$ cat config.mk
export PLATFORM = sky130hd
export DESIGN_NAME = lsu_top
export DESIGN_NICKNAME = d
export VERILOG_FILES = /design/src/lsu_pkg.sv /design/src/lsu_bounds_regs.sv /design/src/lsu_agu.sv /design/src/lsu_req_buffer.sv /design/src/lsu_mem_port.sv /design/src/lsu_top.sv
export VERILOG_INCLUDE_DIRS = /design/src
export SDC_FILE = /design/constraint.sdc
export NUM_CORES = 1
export LEC_CHECK = 0
export BUFFER_PORTS_ARGS = -buffer_cell sky130_fd_sc_hd__buf_2
export CAP_MARGIN = 20
export CORE_UTILIZATION = 57
export DETAILED_ROUTE_END_ITERATION = 10
export HOLD_SLACK_MARGIN = 0.05
export PLACE_DENSITY_LB_ADDON = 0.25
export REMOVE_ABC_BUFFERS = 1
export SLEW_MARGIN = 20
export SYNTH_ARGS = -nofsm -noshare
export SYNTH_HDL_FRONTEND = slang
export SYNTH_SLANG_ARGS = --single-unit
$ cat constraint.sdc
create_clock -name clk_i -period 6.5 [get_ports clk_i]
set_input_delay 0 -clock clk_i [delete_from_list [all_inputs] [get_ports clk_i]]
set_output_delay 0 -clock clk_i [all_outputs]
set_load 0.02 [all_outputs]
$ cat src/lsu_settings.svh
// Width, credit and buffer depth defines for the load/store unit
`ifndef LSU_SETTINGS_SVH
`define LSU_SETTINGS_SVH

// Datapath widths
`define LSU_DATA_W 32
`define LSU_ADDR_W 32

// Transaction ID carried from issue to result
`define LSU_TID_W 4

// ----------------------------------------
// Flow control
// ----------------------------------------
// Request slots granted by the data memory after reset
`define LSU_CREDITS 4
// Entries between the issue handshake and the memory port
`define LSU_BUF_DEPTH 2

`endif

$ cat src/lsu_pkg.sv
// Vector typedefs, operation and cause enums, and request/result structs of the LSU
package lsu_pkg;
  `include "lsu_settings.svh"

  typedef logic [`LSU_ADDR_W-1:0] addr_t;
  typedef logic [`LSU_DATA_W-1:0] data_t;
  typedef logic [`LSU_DATA_W/8-1:0] be_t;
  typedef logic [`LSU_TID_W-1:0] tid_t;
  typedef logic [$clog2(`LSU_CREDITS+1)-1:0] credit_t;

  typedef enum logic [2:0] {
    LB, LBU, LH, LHU, LW, SB, SH, SW
  } lsu_op_e;

  // Values follow the RISC-V exception cause codes
  typedef enum logic [3:0] {
    NONE            = 4'd0,
    LD_MISALIGNED   = 4'd4,
    LD_ACCESS_FAULT = 4'd5,
    ST_MISALIGNED   = 4'd6,
    ST_ACCESS_FAULT = 4'd7
  } cause_e;

  // ----------------------------------------
  // Structs
  // ----------------------------------------
  typedef struct packed {
    lsu_op_e op;
    data_t   operand;
    data_t   imm;
    data_t   wdata;
    tid_t    tid;
  } lsu_req_t;

  typedef struct packed {
    lsu_op_e op;
    addr_t   addr;
    be_t     be;
    data_t   wdata;
    tid_t    tid;
    cause_e  cause;
  } lsu_ctrl_t;

  typedef struct packed {
    addr_t addr;
    logic  we;
    be_t   be;
    data_t wdata;
  } mem_req_t;

  typedef struct packed {
    tid_t   tid;
    data_t  data;
    cause_e cause;
    logic   is_store;
  } lsu_result_t;
endpackage

$ cat src/lsu_bounds_regs.sv
// Base and limit registers of the data access window, written by the configuration port
`timescale 1ns/1ps

module lsu_bounds_regs import lsu_pkg::*; (
  input  logic  clk_i,
  input  logic  rst_ni,
  input  logic  cfg_we_i,
  input  logic  cfg_sel_i,
  input  addr_t cfg_wdata_i,
  output addr_t base_o,
  output addr_t limit_o
);

  addr_t base_q;
  addr_t limit_q;

  // Sel 0 writes the base, sel 1 the limit
  always_ff @(posedge clk_i or negedge rst_ni) begin
    if (!rst_ni) begin
      base_q  <= '0;
      limit_q <= '1;
    end else if (cfg_we_i) begin
      if (cfg_sel_i) begin
        limit_q <= cfg_wdata_i;
      end else begin
        base_q <= cfg_wdata_i;
      end
    end
  end

  assign base_o  = base_q;
  assign limit_o = limit_q;

endmodule

$ cat src/lsu_agu.sv
// Address generation, byte enables, size decode and misaligned/bounds fault detection
`timescale 1ns/1ps

module lsu_agu import lsu_pkg::*; (
  input  lsu_req_t  req_i,
  input  addr_t     base_i,
  input  addr_t     limit_i,
  output lsu_ctrl_t ctrl_o
);

  addr_t              addr;
  logic               is_store;
  logic [2:0]         size_bytes;
  be_t                size_mask;
  logic               misaligned;
  logic               out_of_bounds;
  logic [`LSU_ADDR_W:0] end_addr;

  assign addr     = base_i + req_i.operand + req_i.imm;
  assign is_store = req_i.op inside {SB, SH, SW};

  // ----------------------------------------
  // Size decode
  // ----------------------------------------
  always_comb begin
    unique case (req_i.op)
      LH, LHU, SH: begin
        size_bytes = 3'd2;
        size_mask  = be_t'(4'b0011);
        misaligned = addr[0];
      end
      LW, SW: begin
        size_bytes = 3'd4;
        size_mask  = be_t'(4'b1111);
        misaligned = (addr[1:0] != 2'b00);
      end
      default: begin
        // Byte accesses are always aligned
        size_bytes = 3'd1;
        size_mask  = be_t'(4'b0001);
        misaligned = 1'b0;
      end
    endcase
  end

  // One extra bit so an access at the top of memory cannot wrap past the limit
  assign end_addr      = {1'b0, addr} + (`LSU_ADDR_W+1)'(size_bytes);
  assign out_of_bounds = end_addr > {1'b0, limit_i};

  // ----------------------------------------
  // Checked entry
  // ----------------------------------------
  always_comb begin
    ctrl_o.op   = req_i.op;
    ctrl_o.addr = addr;
    ctrl_o.be   = size_mask << addr[1:0];
    // Store data moves onto the byte lanes picked by the byte enables
    ctrl_o.wdata = req_i.wdata << {addr[1:0], 3'b000};
    ctrl_o.tid   = req_i.tid;

    // Access fault wins over misalignment
    if (out_of_bounds) begin
      ctrl_o.cause = is_store ? ST_ACCESS_FAULT : LD_ACCESS_FAULT;
    end else if (misaligned) begin
      ctrl_o.cause = is_store ? ST_MISALIGNED : LD_MISALIGNED;
    end else begin
      ctrl_o.cause = NONE;
    end
  end

endmodule

$ cat src/lsu_req_buffer.sv
// Two-entry in-order FIFO between the issue handshake and the memory port
`timescale 1ns/1ps

module lsu_req_buffer import lsu_pkg::*; (
  input  logic      clk_i,
  input  logic      rst_ni,
  input  logic      push_i,
  input  lsu_ctrl_t ctrl_i,
  output logic      ready_o,
  output logic      head_valid_o,
  output lsu_ctrl_t head_o,
  input  logic      pop_i
);
  `include "lsu_settings.svh"

  localparam int unsigned DEPTH = `LSU_BUF_DEPTH;
  localparam int unsigned PTR_W = (DEPTH > 1) ? $clog2(DEPTH) : 1;

  typedef logic [PTR_W-1:0] ptr_t;
  typedef logic [$clog2(DEPTH+1)-1:0] cnt_t;

  lsu_ctrl_t mem_q [DEPTH];
  ptr_t      wr_ptr_q;
  ptr_t      rd_ptr_q;
  cnt_t      cnt_q;
  logic      do_push;
  logic      do_pop;

  assign ready_o      = (cnt_q != cnt_t'(DEPTH));
  assign head_valid_o = (cnt_q != '0);
  assign head_o       = mem_q[rd_ptr_q];

  // A push while full is dropped here and never seen by the issue side
  assign do_push = push_i && ready_o;
  assign do_pop  = pop_i && head_valid_o;

  always_ff @(posedge clk_i or negedge rst_ni) begin
    if (!rst_ni) begin
      wr_ptr_q <= '0;
      rd_ptr_q <= '0;
      cnt_q    <= '0;
    end else begin
      if (do_push) begin
        wr_ptr_q <= (wr_ptr_q == ptr_t'(DEPTH-1)) ? '0 : wr_ptr_q + 1'b1;
      end
      if (do_pop) begin
        rd_ptr_q <= (rd_ptr_q == ptr_t'(DEPTH-1)) ? '0 : rd_ptr_q + 1'b1;
      end
      if (do_push && !do_pop) begin
        cnt_q <= cnt_q + 1'b1;
      end else if (do_pop && !do_push) begin
        cnt_q <= cnt_q - 1'b1;
      end
    end
  end

  always_ff @(posedge clk_i) begin
    if (do_push) begin
      mem_q[wr_ptr_q] <= ctrl_i;
    end
  end

endmodule

$ cat src/lsu_mem_port.sv
// Credit counter, memory request issue, outstanding FIFO, load alignment and result return
`timescale 1ns/1ps

module lsu_mem_port import lsu_pkg::*; (
  input  logic        clk_i,
  input  logic        rst_ni,
  input  logic        head_valid_i,
  input  lsu_ctrl_t   head_i,
  output logic        pop_o,
  output logic        mem_req_valid_o,
  output mem_req_t    mem_req_o,
  input  logic        mem_credit_i,
  input  logic        mem_rsp_valid_i,
  input  data_t       mem_rsp_rdata_i,
  output logic        result_valid_o,
  output lsu_result_t result_o
);
  `include "lsu_settings.svh"

  localparam int unsigned PEND_DEPTH = `LSU_CREDITS;
  localparam int unsigned PTR_W      = (PEND_DEPTH > 1) ? $clog2(PEND_DEPTH) : 1;

  typedef logic [PTR_W-1:0] ptr_t;

  // What the response needs to rebuild the result
  typedef struct packed {
    tid_t       tid;
    lsu_op_e    op;
    logic [1:0] lsb;
  } pend_t;

  credit_t     credit_q;
  credit_t     pend_cnt_q;
  pend_t       pend_q [PEND_DEPTH];
  ptr_t        pend_wr_q;
  ptr_t        pend_rd_q;
  pend_t       pend_head;
  logic        issue;
  logic        fault_post;
  data_t       rsp_shifted;
  data_t       load_data;
  lsu_result_t result_d;
  lsu_result_t result_q;
  logic        result_valid_q;

  // ----------------------------------------
  // Request issue
  // ----------------------------------------
  assign issue = head_valid_i && (head_i.cause == NONE) && (credit_q != '0)
                 && (pend_cnt_q != credit_t'(PEND_DEPTH));
  // Faulting head drains behind all older requests
  assign fault_post = head_valid_i && (head_i.cause != NONE) && (pend_cnt_q == '0);
  assign pop_o      = issue || fault_post;

  assign mem_req_valid_o = issue;
  assign mem_req_o.addr  = head_i.addr;
  assign mem_req_o.we    = head_i.op inside {SB, SH, SW};
  assign mem_req_o.be    = head_i.be;
  assign mem_req_o.wdata = head_i.wdata;

  // Credit and outstanding bookkeeping
  always_ff @(posedge clk_i or negedge rst_ni) begin
    if (!rst_ni) begin
      credit_q   <= credit_t'(`LSU_CREDITS);
      pend_cnt_q <= '0;
      pend_wr_q  <= '0;
      pend_rd_q  <= '0;
    end else begin
      if (issue && !mem_credit_i) begin
        credit_q <= credit_q - 1'b1;
      end else if (mem_credit_i && !issue) begin
        credit_q <= credit_q + 1'b1;
      end
      if (issue && !mem_rsp_valid_i) begin
        pend_cnt_q <= pend_cnt_q + 1'b1;
      end else if (mem_rsp_valid_i && !issue) begin
        pend_cnt_q <= pend_cnt_q - 1'b1;
      end
      if (issue) begin
        pend_wr_q <= (pend_wr_q == ptr_t'(PEND_DEPTH-1)) ? '0 : pend_wr_q + 1'b1;
      end
      if (mem_rsp_valid_i) begin
        pend_rd_q <= (pend_rd_q == ptr_t'(PEND_DEPTH-1)) ? '0 : pend_rd_q + 1'b1;
      end
    end
  end

  always_ff @(posedge clk_i) begin
    if (issue) begin
      pend_q[pend_wr_q] <= '{tid: head_i.tid, op: head_i.op, lsb: head_i.addr[1:0]};
    end
  end

  assign pend_head = pend_q[pend_rd_q];

  // ----------------------------------------
  // Load alignment and result
  // ----------------------------------------
  assign rsp_shifted = mem_rsp_rdata_i >> {pend_head.lsb, 3'b000};

  always_comb begin
    unique case (pend_head.op)
      LB:      load_data = {{(`LSU_DATA_W-8){rsp_shifted[7]}}, rsp_shifted[7:0]};
      LBU:     load_data = {{(`LSU_DATA_W-8){1'b0}}, rsp_shifted[7:0]};
      LH:      load_data = {{(`LSU_DATA_W-16){rsp_shifted[15]}}, rsp_shifted[15:0]};
      LHU:     load_data = {{(`LSU_DATA_W-16){1'b0}}, rsp_shifted[15:0]};
      LW:      load_data = mem_rsp_rdata_i;
      default: load_data = '0;  // stores return zero
    endcase
  end

  always_comb begin
    if (mem_rsp_valid_i) begin
      result_d.tid      = pend_head.tid;
      result_d.data     = load_data;
      result_d.cause    = NONE;
      result_d.is_store = pend_head.op inside {SB, SH, SW};
    end else begin
      result_d.tid      = head_i.tid;
      result_d.data     = '0;
      result_d.cause    = head_i.cause;
      result_d.is_store = head_i.op inside {SB, SH, SW};
    end
  end

  always_ff @(posedge clk_i or negedge rst_ni) begin
    if (!rst_ni) begin
      result_valid_q <= 1'b0;
    end else begin
      result_valid_q <= mem_rsp_valid_i || fault_post;
    end
  end

  always_ff @(posedge clk_i) begin
    if (mem_rsp_valid_i || fault_post) begin
      result_q <= result_d;
    end
  end

  assign result_valid_o = result_valid_q;
  assign result_o       = result_q;

endmodule

$ cat src/lsu_top.sv
// LSU top level joining bounds registers, AGU, request buffer and memory port
`timescale 1ns/1ps

module lsu_top import lsu_pkg::*; (
  input  logic        clk_i,
  input  logic        rst_ni,
  // Issue side
  input  logic        req_valid_i,
  input  lsu_req_t    req_i,
  output logic        req_ready_o,
  // Configuration
  input  logic        cfg_we_i,
  input  logic        cfg_sel_i,
  input  addr_t       cfg_wdata_i,
  // Data memory
  output logic        mem_req_valid_o,
  output mem_req_t    mem_req_o,
  input  logic        mem_credit_i,
  input  logic        mem_rsp_valid_i,
  input  data_t       mem_rsp_rdata_i,
  // Results
  output logic        result_valid_o,
  output lsu_result_t result_o
);

  addr_t     base;
  addr_t     limit;
  lsu_ctrl_t agu_ctrl;
  logic      head_valid;
  lsu_ctrl_t head;
  logic      pop;

  lsu_bounds_regs i_bounds_regs (
    .clk_i       (clk_i),
    .rst_ni      (rst_ni),
    .cfg_we_i    (cfg_we_i),
    .cfg_sel_i   (cfg_sel_i),
    .cfg_wdata_i (cfg_wdata_i),
    .base_o      (base),
    .limit_o     (limit)
  );

  lsu_agu i_agu (
    .req_i   (req_i),
    .base_i  (base),
    .limit_i (limit),
    .ctrl_o  (agu_ctrl)
  );

  // Push is the issue handshake itself
  lsu_req_buffer i_req_buffer (
    .clk_i        (clk_i),
    .rst_ni       (rst_ni),
    .push_i       (req_valid_i && req_ready_o),
    .ctrl_i       (agu_ctrl),
    .ready_o      (req_ready_o),
    .head_valid_o (head_valid),
    .head_o       (head),
    .pop_i        (pop)
  );

  lsu_mem_port i_mem_port (
    .clk_i           (clk_i),
    .rst_ni          (rst_ni),
    .head_valid_i    (head_valid),
    .head_i          (head),
    .pop_o           (pop),
    .mem_req_valid_o (mem_req_valid_o),
    .mem_req_o       (mem_req_o),
    .mem_credit_i    (mem_credit_i),
    .mem_rsp_valid_i (mem_rsp_valid_i),
    .mem_rsp_rdata_i (mem_rsp_rdata_i),
    .result_valid_o  (result_valid_o),
    .result_o        (result_o)
  );

endmodule

### Yosys cells after proc, flatten, opt, wreduce, memory -nomap -nowiden

Memories as Yosys holds them, arrays and structs flattened.
Index checks and enable logic that the tools add are counted.
W data, S select, Z words.

| word-level totals | value |
|---|---|
| input port bits | 174 |
| memory bits (writable) | 194 |
| register bits after elaboration | 120 |
| memories kept | 2 |

Memory list:

| memory | words | width | read ports | clocked after memory_dff | wr ports | RTL line | source |
|---|---|---|---|---|---|---|---|
| i_req_buffer.mem_q | 2 | 79 | 1 | 0 | 1 | lsu_req_buffer.sv:22 | `lsu_ctrl_t mem_q [DEPTH];` |
| i_mem_port.pend_q | 4 | 9 | 1 | 0 | 1 | lsu_mem_port.sv:34 | `pend_t pend_q [PEND_DEPTH];` |

| operators by class | value |
|---|---|
| order comparisons | 1 |
| bitwise logic cells | 1 |
| shift-type cells | 3 |
| add/sub/neg operators | 13 |
| reduce and logical (&&, ||, !) cells | 38 |
| mux-type cells | 23 |
| equality and inequality tests | 20 |

Operator list:

| kind | number |
|---|---|
| $pmux W32 S5 | 1 |
| $add A32 B32 Y32 | 2 |
| $mux W41 | 1 |
| $add A32 B3 Y33 | 1 |
| $eq A3 B3 Y1 const B | 11 |
| $gt A33 B32 Y1 | 1 |
| $shl A32 B5 Y32 | 1 |
| $shr A32 B5 Y16 | 1 |
| $logic_and A1 B1 Y1 | 14 |
| $eq A3 B2 Y1 const B | 4 |
| $mux W2 | 6 |
| $mux W3 | 4 |
| $reduce_bool A3 Y1 | 4 |
| $reduce_bool A2 Y1 | 5 |
| $mux W4 | 2 |
| $pmux W4 S2 | 1 |
| $add A2 B1 Y2 const B | 3 |
| $add A3 B1 Y3 const B | 2 |
| $logic_not A3 Y1 | 2 |
| $mux W1 | 6 |
| $pmux W3 S2 | 1 |
| $sub A3 B1 Y3 const B | 2 |
| $logic_not A1 Y1 | 5 |
| $eq A2 B2 Y1 const B | 2 |
| other kinds (14) | 17 |

### Depth between registers and ports, before layout

An unclocked memory read counts as a cell.

| depth | value |
|---|---|
| depth after elaboration | 10 |
| gate-level depth with buffers | 28 |
| mapped depth without buffers | 28 |

### By module

From an unflattened synthesis, not the netlist that was laid out.

| second synthesis, totals | value |
|---|---|
| cell total of the unflattened synthesis | 1376 |
| area, all modules | 18248.8 um^2 |

Modules (own cells, without submodules):

| module | sequential area each (um^2) | cells each | area each (um^2) | times used |
|---|---|---|---|---|
| lsu_req_buffer | 4844.6 | 264 | 6296.0 | 1 |
| lsu_agu | 0.0 | 612 | 4742.0 | 1 |
| lsu_mem_port | 2588.7 | 362 | 4738.3 | 1 |
| lsu_bounds_regs | 1641.6 | 137 | 2466.1 | 1 |
| lsu_top | 0.0 | 1 | 6.3 | 1 |

### Worst setup path before layout

Ideal clock, no wire load.

| path | value |
|---|---|
| path kind | register -> register |
| start point | register i_bounds_regs.base_q[1] (netlist: i_bounds_regs.base_o[1]) |
| end point | memory i_req_buffer.mem_q[0][2] (netlist bit) (data pin) |
| required time | 6.235 ns |
| clock period less this slack | 5.498 ns |
| buffers on the path | 0 |
| cell stages (with the launch flop) | 26 |
| setup slack | 1.002 ns |
| arrival | 5.233 ns |
| cell sequence | dfrtp_1 > inv_1 > fa_1 > inv_1 > ha_1 > inv_1 > fa_1 > and2b_1 > o21a_2 > o21ai_1 > o41ai_2 > xor2_1 > nand4_4 > nor4b_4 > nand2_1 > xnor2_1 > ha_1 > a2111oi_0 > o21ai_0 > a211oi_1 > o21ai_0 > a221oi_1 > or3_1 > inv_1 > a31o_1 > o21bai_1 |

RTL lines:

| what | RTL line | source |
|---|---|---|
| from (decl) | lsu_bounds_regs.sv:14 | `addr_t base_q;` |
| from (signal assigned) | lsu_bounds_regs.sv:26 | `base_q <= cfg_wdata_i;` |
| to (decl) | lsu_req_buffer.sv:22 |  |

==> results by group <==
Status
  – Status: finished clean

Yosys
  – Yosys reg bits: 311
  – Post-Synthesis Cells: 1376
  – Top cell type's share of synthesized area: 0.403
  – Netlist cell types: 72
  – Most instantiated library cell after synthesis: edfxtp_1
  – Post-synth top cells: 232 x edfxtp_1, 148 x mux2_2, 93 x nand2_1
  – Post-synth EDFFs: 232
  – Post-synth ARST share: 0.254
  – Dominant cell type by area after synthesis: edfxtp_1
  – Largest cells by area after synthesis: edfxtp_1 40%, mux2_2 9.6%, dfrtp_1 6.7%
  – Mapped Avg Cell Area: 12.6 µm²
  – Warnings from Yosys: 0
  – Seq/Total Area, Yosys: 0.520
  – Dominant synthesized flop cell: edfxtp_1
  – Cell Area, Synth: 17300 µm²

Place
  – HPWL Detailed: 26.4 mm
  – Place WS: 0.350 ns
  – Gpl congestion: 0.923
  – PortBufs: 285

Critical path
  – Critical Path AT: 6.56 ns
  – CP Class: flop to flop
  – Crit start category: flop
  – Kind of end point of the critical path: flop
  – Register-to-Register Path Depth: 26
  – R2r startpoint: i_bounds_regs.base_o[1]
  – Worst R2R End: i_req_buffer.mem_q[1][2]
  – Reg-to-reg setup timing slack: 0.18 ns
  – CP max FO: 5
  – Critical path required time: 6.74 ns

GRT
  – Antenna violations before repair: 1
  – First-pass GRT wire length: 62.2 mm
  – GRT overflow: 0
  – Vias in the first global route: 12300
  – Largest net degree at the start of global routing: 80
  – Gr usage total: 0.254

Timing
  – Min Clock Period, post-route: 6.32 ns
  – Relative slew margins: 0.274
  – Fin crit share: 0.972
  – Setup_tns: 0 ns
  – Worst-Margin Slew: 1.08 ns
  – Clock skew: 0.0113 ns
  – Final setup violation count: 0
  – Hold WS: 0.104 ns
  – Final count of hold timing violations: 0
  – PnR worst setup slack: 0.185 ns
  – Max Slew Vio Count: 0
  – Max Freq: 0.158 GHz

Clock network
  – Worst skew pair latency: 0.51 ns
  – Clock root buffer: clkbuf_16
  – Clock-pin slew on the worst setup and hold paths: 0.06 ns
  – CTS tree: done
  – Num CTS Buffers: 34
  – CTS Buffer Depth: 3
  – Htree depth: 2
  – TritonCTS Sinks: 311

Power
  – Sw Pwr: 3.63 mW
  – P per Cell Area: 445 nW/µm²
  – Net Sw Frac: 0.388
  – Internal: 5.73 mW
  – Leak: 8.60 nW
  – Total Power: 9.36 mW
  – Comb pwr share: 0.464
  – Clock network fraction of total power: 0.200
  – Reg power frac: 0.336
  – Highest ir drop seen on vdd: 0.274 mV

Drt
  – Drt drc: 0
  – Routed WL per cell: 18.5 µm
  – Post-Route WL: 39.4 mm
  – Via count: 11900
  – Routed vias/inst: 5.59
  – Drt pass-1 iters: 5
  – Antenna Nets Post-Route: 0
  – Iteration-0 DRC count of the detailed router: 737

Die
  – Row count: 63
  – I/O pins: 287
  – Core Region: 29700 µm²
  – Die Ht: 176 µm
  – Die width: 176 µm
  – Initial Util: 0.581
  – DIE AREA: 31000 µm²

Final layout
  – Fill cells: 2044
  – Area growth, synth to finish: 21.7%
  – Core Util, Final: 0.707
  – Share of cells above drive strength 1: 0.334
  – Post-layout nets: 1999

Min path
  – Hold Path Class: input pin to asynchronous set/reset pin

Flow run
  – Max-cap violations: 0
==> worst max-delay path: stages, from the launching register on <==
cell and delay, ns:
dfrtp_1 0.38, inv_1 0.07, fa_1 0.40, inv_1 0.07, ha_1 0.19, inv_1 0.06
fa_1 0.41, and2b_1 0.26, o21a_1 0.15, o311ai_1 0.15, nor4_4 0.36, nand3_2 0.21
nor3_4 0.29, and4_1 0.28, nor4b_4 0.35, nand2_1 0.12, xnor2_1 0.15, ha_1 0.30
a2111oi_0 0.45, o21ai_1 0.21, a211oi_1 0.25, o21ai_0 0.11, a221oi_1 0.22, or3_1 0.18
inv_1 0.05, a31o_1 0.21, o21bai_1 0.17
==> flip-flops by register name, summed over array words and instances (netlist names) <==
signal	cells
i_req_buffer.mem_q	156
i_mem_port.result_o	40
i_mem_port.pend_q	36
i_bounds_regs.base_o	32
i_bounds_regs.limit_o	32
i_mem_port.credit_q	3
i_mem_port.pend_cnt_q	3
i_mem_port.pend_rd_q	2
i_mem_port.pend_wr_q	2
i_req_buffer.cnt_q	2
i_mem_port.result_valid_o	1
i_req_buffer.rd_ptr_q	1
i_req_buffer.wr_ptr_q	1
==> repair_timing <==
action | CTS | global route
gates resized for setup | 0 | 9
hold endpoints to repair | 241 | 0
hold buffers | 118 | 0
setup buffers | 0 | 6
endpoints found under the setup margin | 0 | 2
==> routing by layer <==
metal | vias up | wire length [µm] | track usage
met4 | 0 | 1260 | 0.0870
met5 | - | 0 | 0
met1 | 5792 | 16300 | 0.320
li1 | 5620 | - | -
met3 | 85 | 2020 | 0.0334
met2 | 428 | 19900 | 0.451
==> power groups by stage <==
stage / clock network [mW] / logic, mW / registers (mW)
3_5_place_dp: 0 / 4.15 / 3.18
2_1_floorplan: 0 / 2.77 / 3.32
5_1_grt: 1.98 / 4.72 / 3.19
4_1_cts: 1.90 / 4.27 / 3.14
3_3_place_gp: 0 / 4.04 / 3.15
6_report: 1.87 / 4.34 / 3.14
==> cell families after synthesis <==
group                    Yosys count  share of synthesized area
multiplexers                     185                      0.124
adder cells (fa/ha/maj)          109                     0.0942
AND/OR/NAND/NOR                  279                     0.0824
AO/OA/AOI/OAI                    232                     0.0862
buffers and inverters            189                     0.0564
other                              1                   0.000217
XOR/XNOR                          70                     0.0359
flip-flops                       311                      0.520
==> metrics by stage <==
stage,instances,area (µm²)
3_3_place_gp,1946,18600
2_1_floorplan,1257,16600
4_1_cts,2126,20900
6_report,2134,21000
5_1_grt,2133,21000
3_5_place_dp,1946,18600
==> final cells by class <==
class	count	area, µm²	share of cell area
flip-flops and latches	311	8990	0.428
multi-input cells	876	7410	0.352
repair buffers	423	2770	0.132
clock buffers	51	1020	0.0484
well taps	390	488	0.0232
inverters	70	263	0.0125
clock inverters	11	78.8	0.00375
diodes	2	5.00	0.000238
==> cells in the final DEF, fill, tap and decap left out, types with 8 or more instances in the layout <==
cell,count
a211oi_1,12
a21o_1,21
a21oi_1,86
a22oi_1,8
and2_1,15
buf_2,284
buf_4,19
clkbuf_1,9
clkbuf_16,36
dfrtp_1,45
dfstp_2,33
dlygate4sd3_1,118
edfxtp_1,232
fa_1,34
ha_1,74
inv_1,70
mux2_2,148
mux2i_1,28
mux4_2,9
nand2_1,93
nand2b_1,9
nand3_1,24
nand4_1,12
nor2_1,59
nor2b_1,16
nor3_1,16
o211ai_1,13
o21a_1,9
o21ai_0,43
xnor2_1,44
xor2_1,22
==> worst max path at each step <==
stage	cells past startpoint	startpoint	to	slack (ns)
detailed placement	26	i_bounds_regs.base_o[1]	i_req_buffer.mem_q[1][2]	0.35
floorplan	21	i_bounds_regs.base_o[0]	i_req_buffer.mem_q[0][2]	0.69
global route	26	i_bounds_regs.base_o[1]	i_req_buffer.mem_q[1][2]	-0.30
finish	26	i_bounds_regs.base_o[1]	i_req_buffer.mem_q[1][2]	0.18
global placement	26	i_bounds_regs.base_o[1]	i_req_buffer.mem_q[0][2]	0.59
CTS	26	i_bounds_regs.base_o[1]	i_req_buffer.mem_q[0][2]	0.28
(Power assumes the default switching activity.)
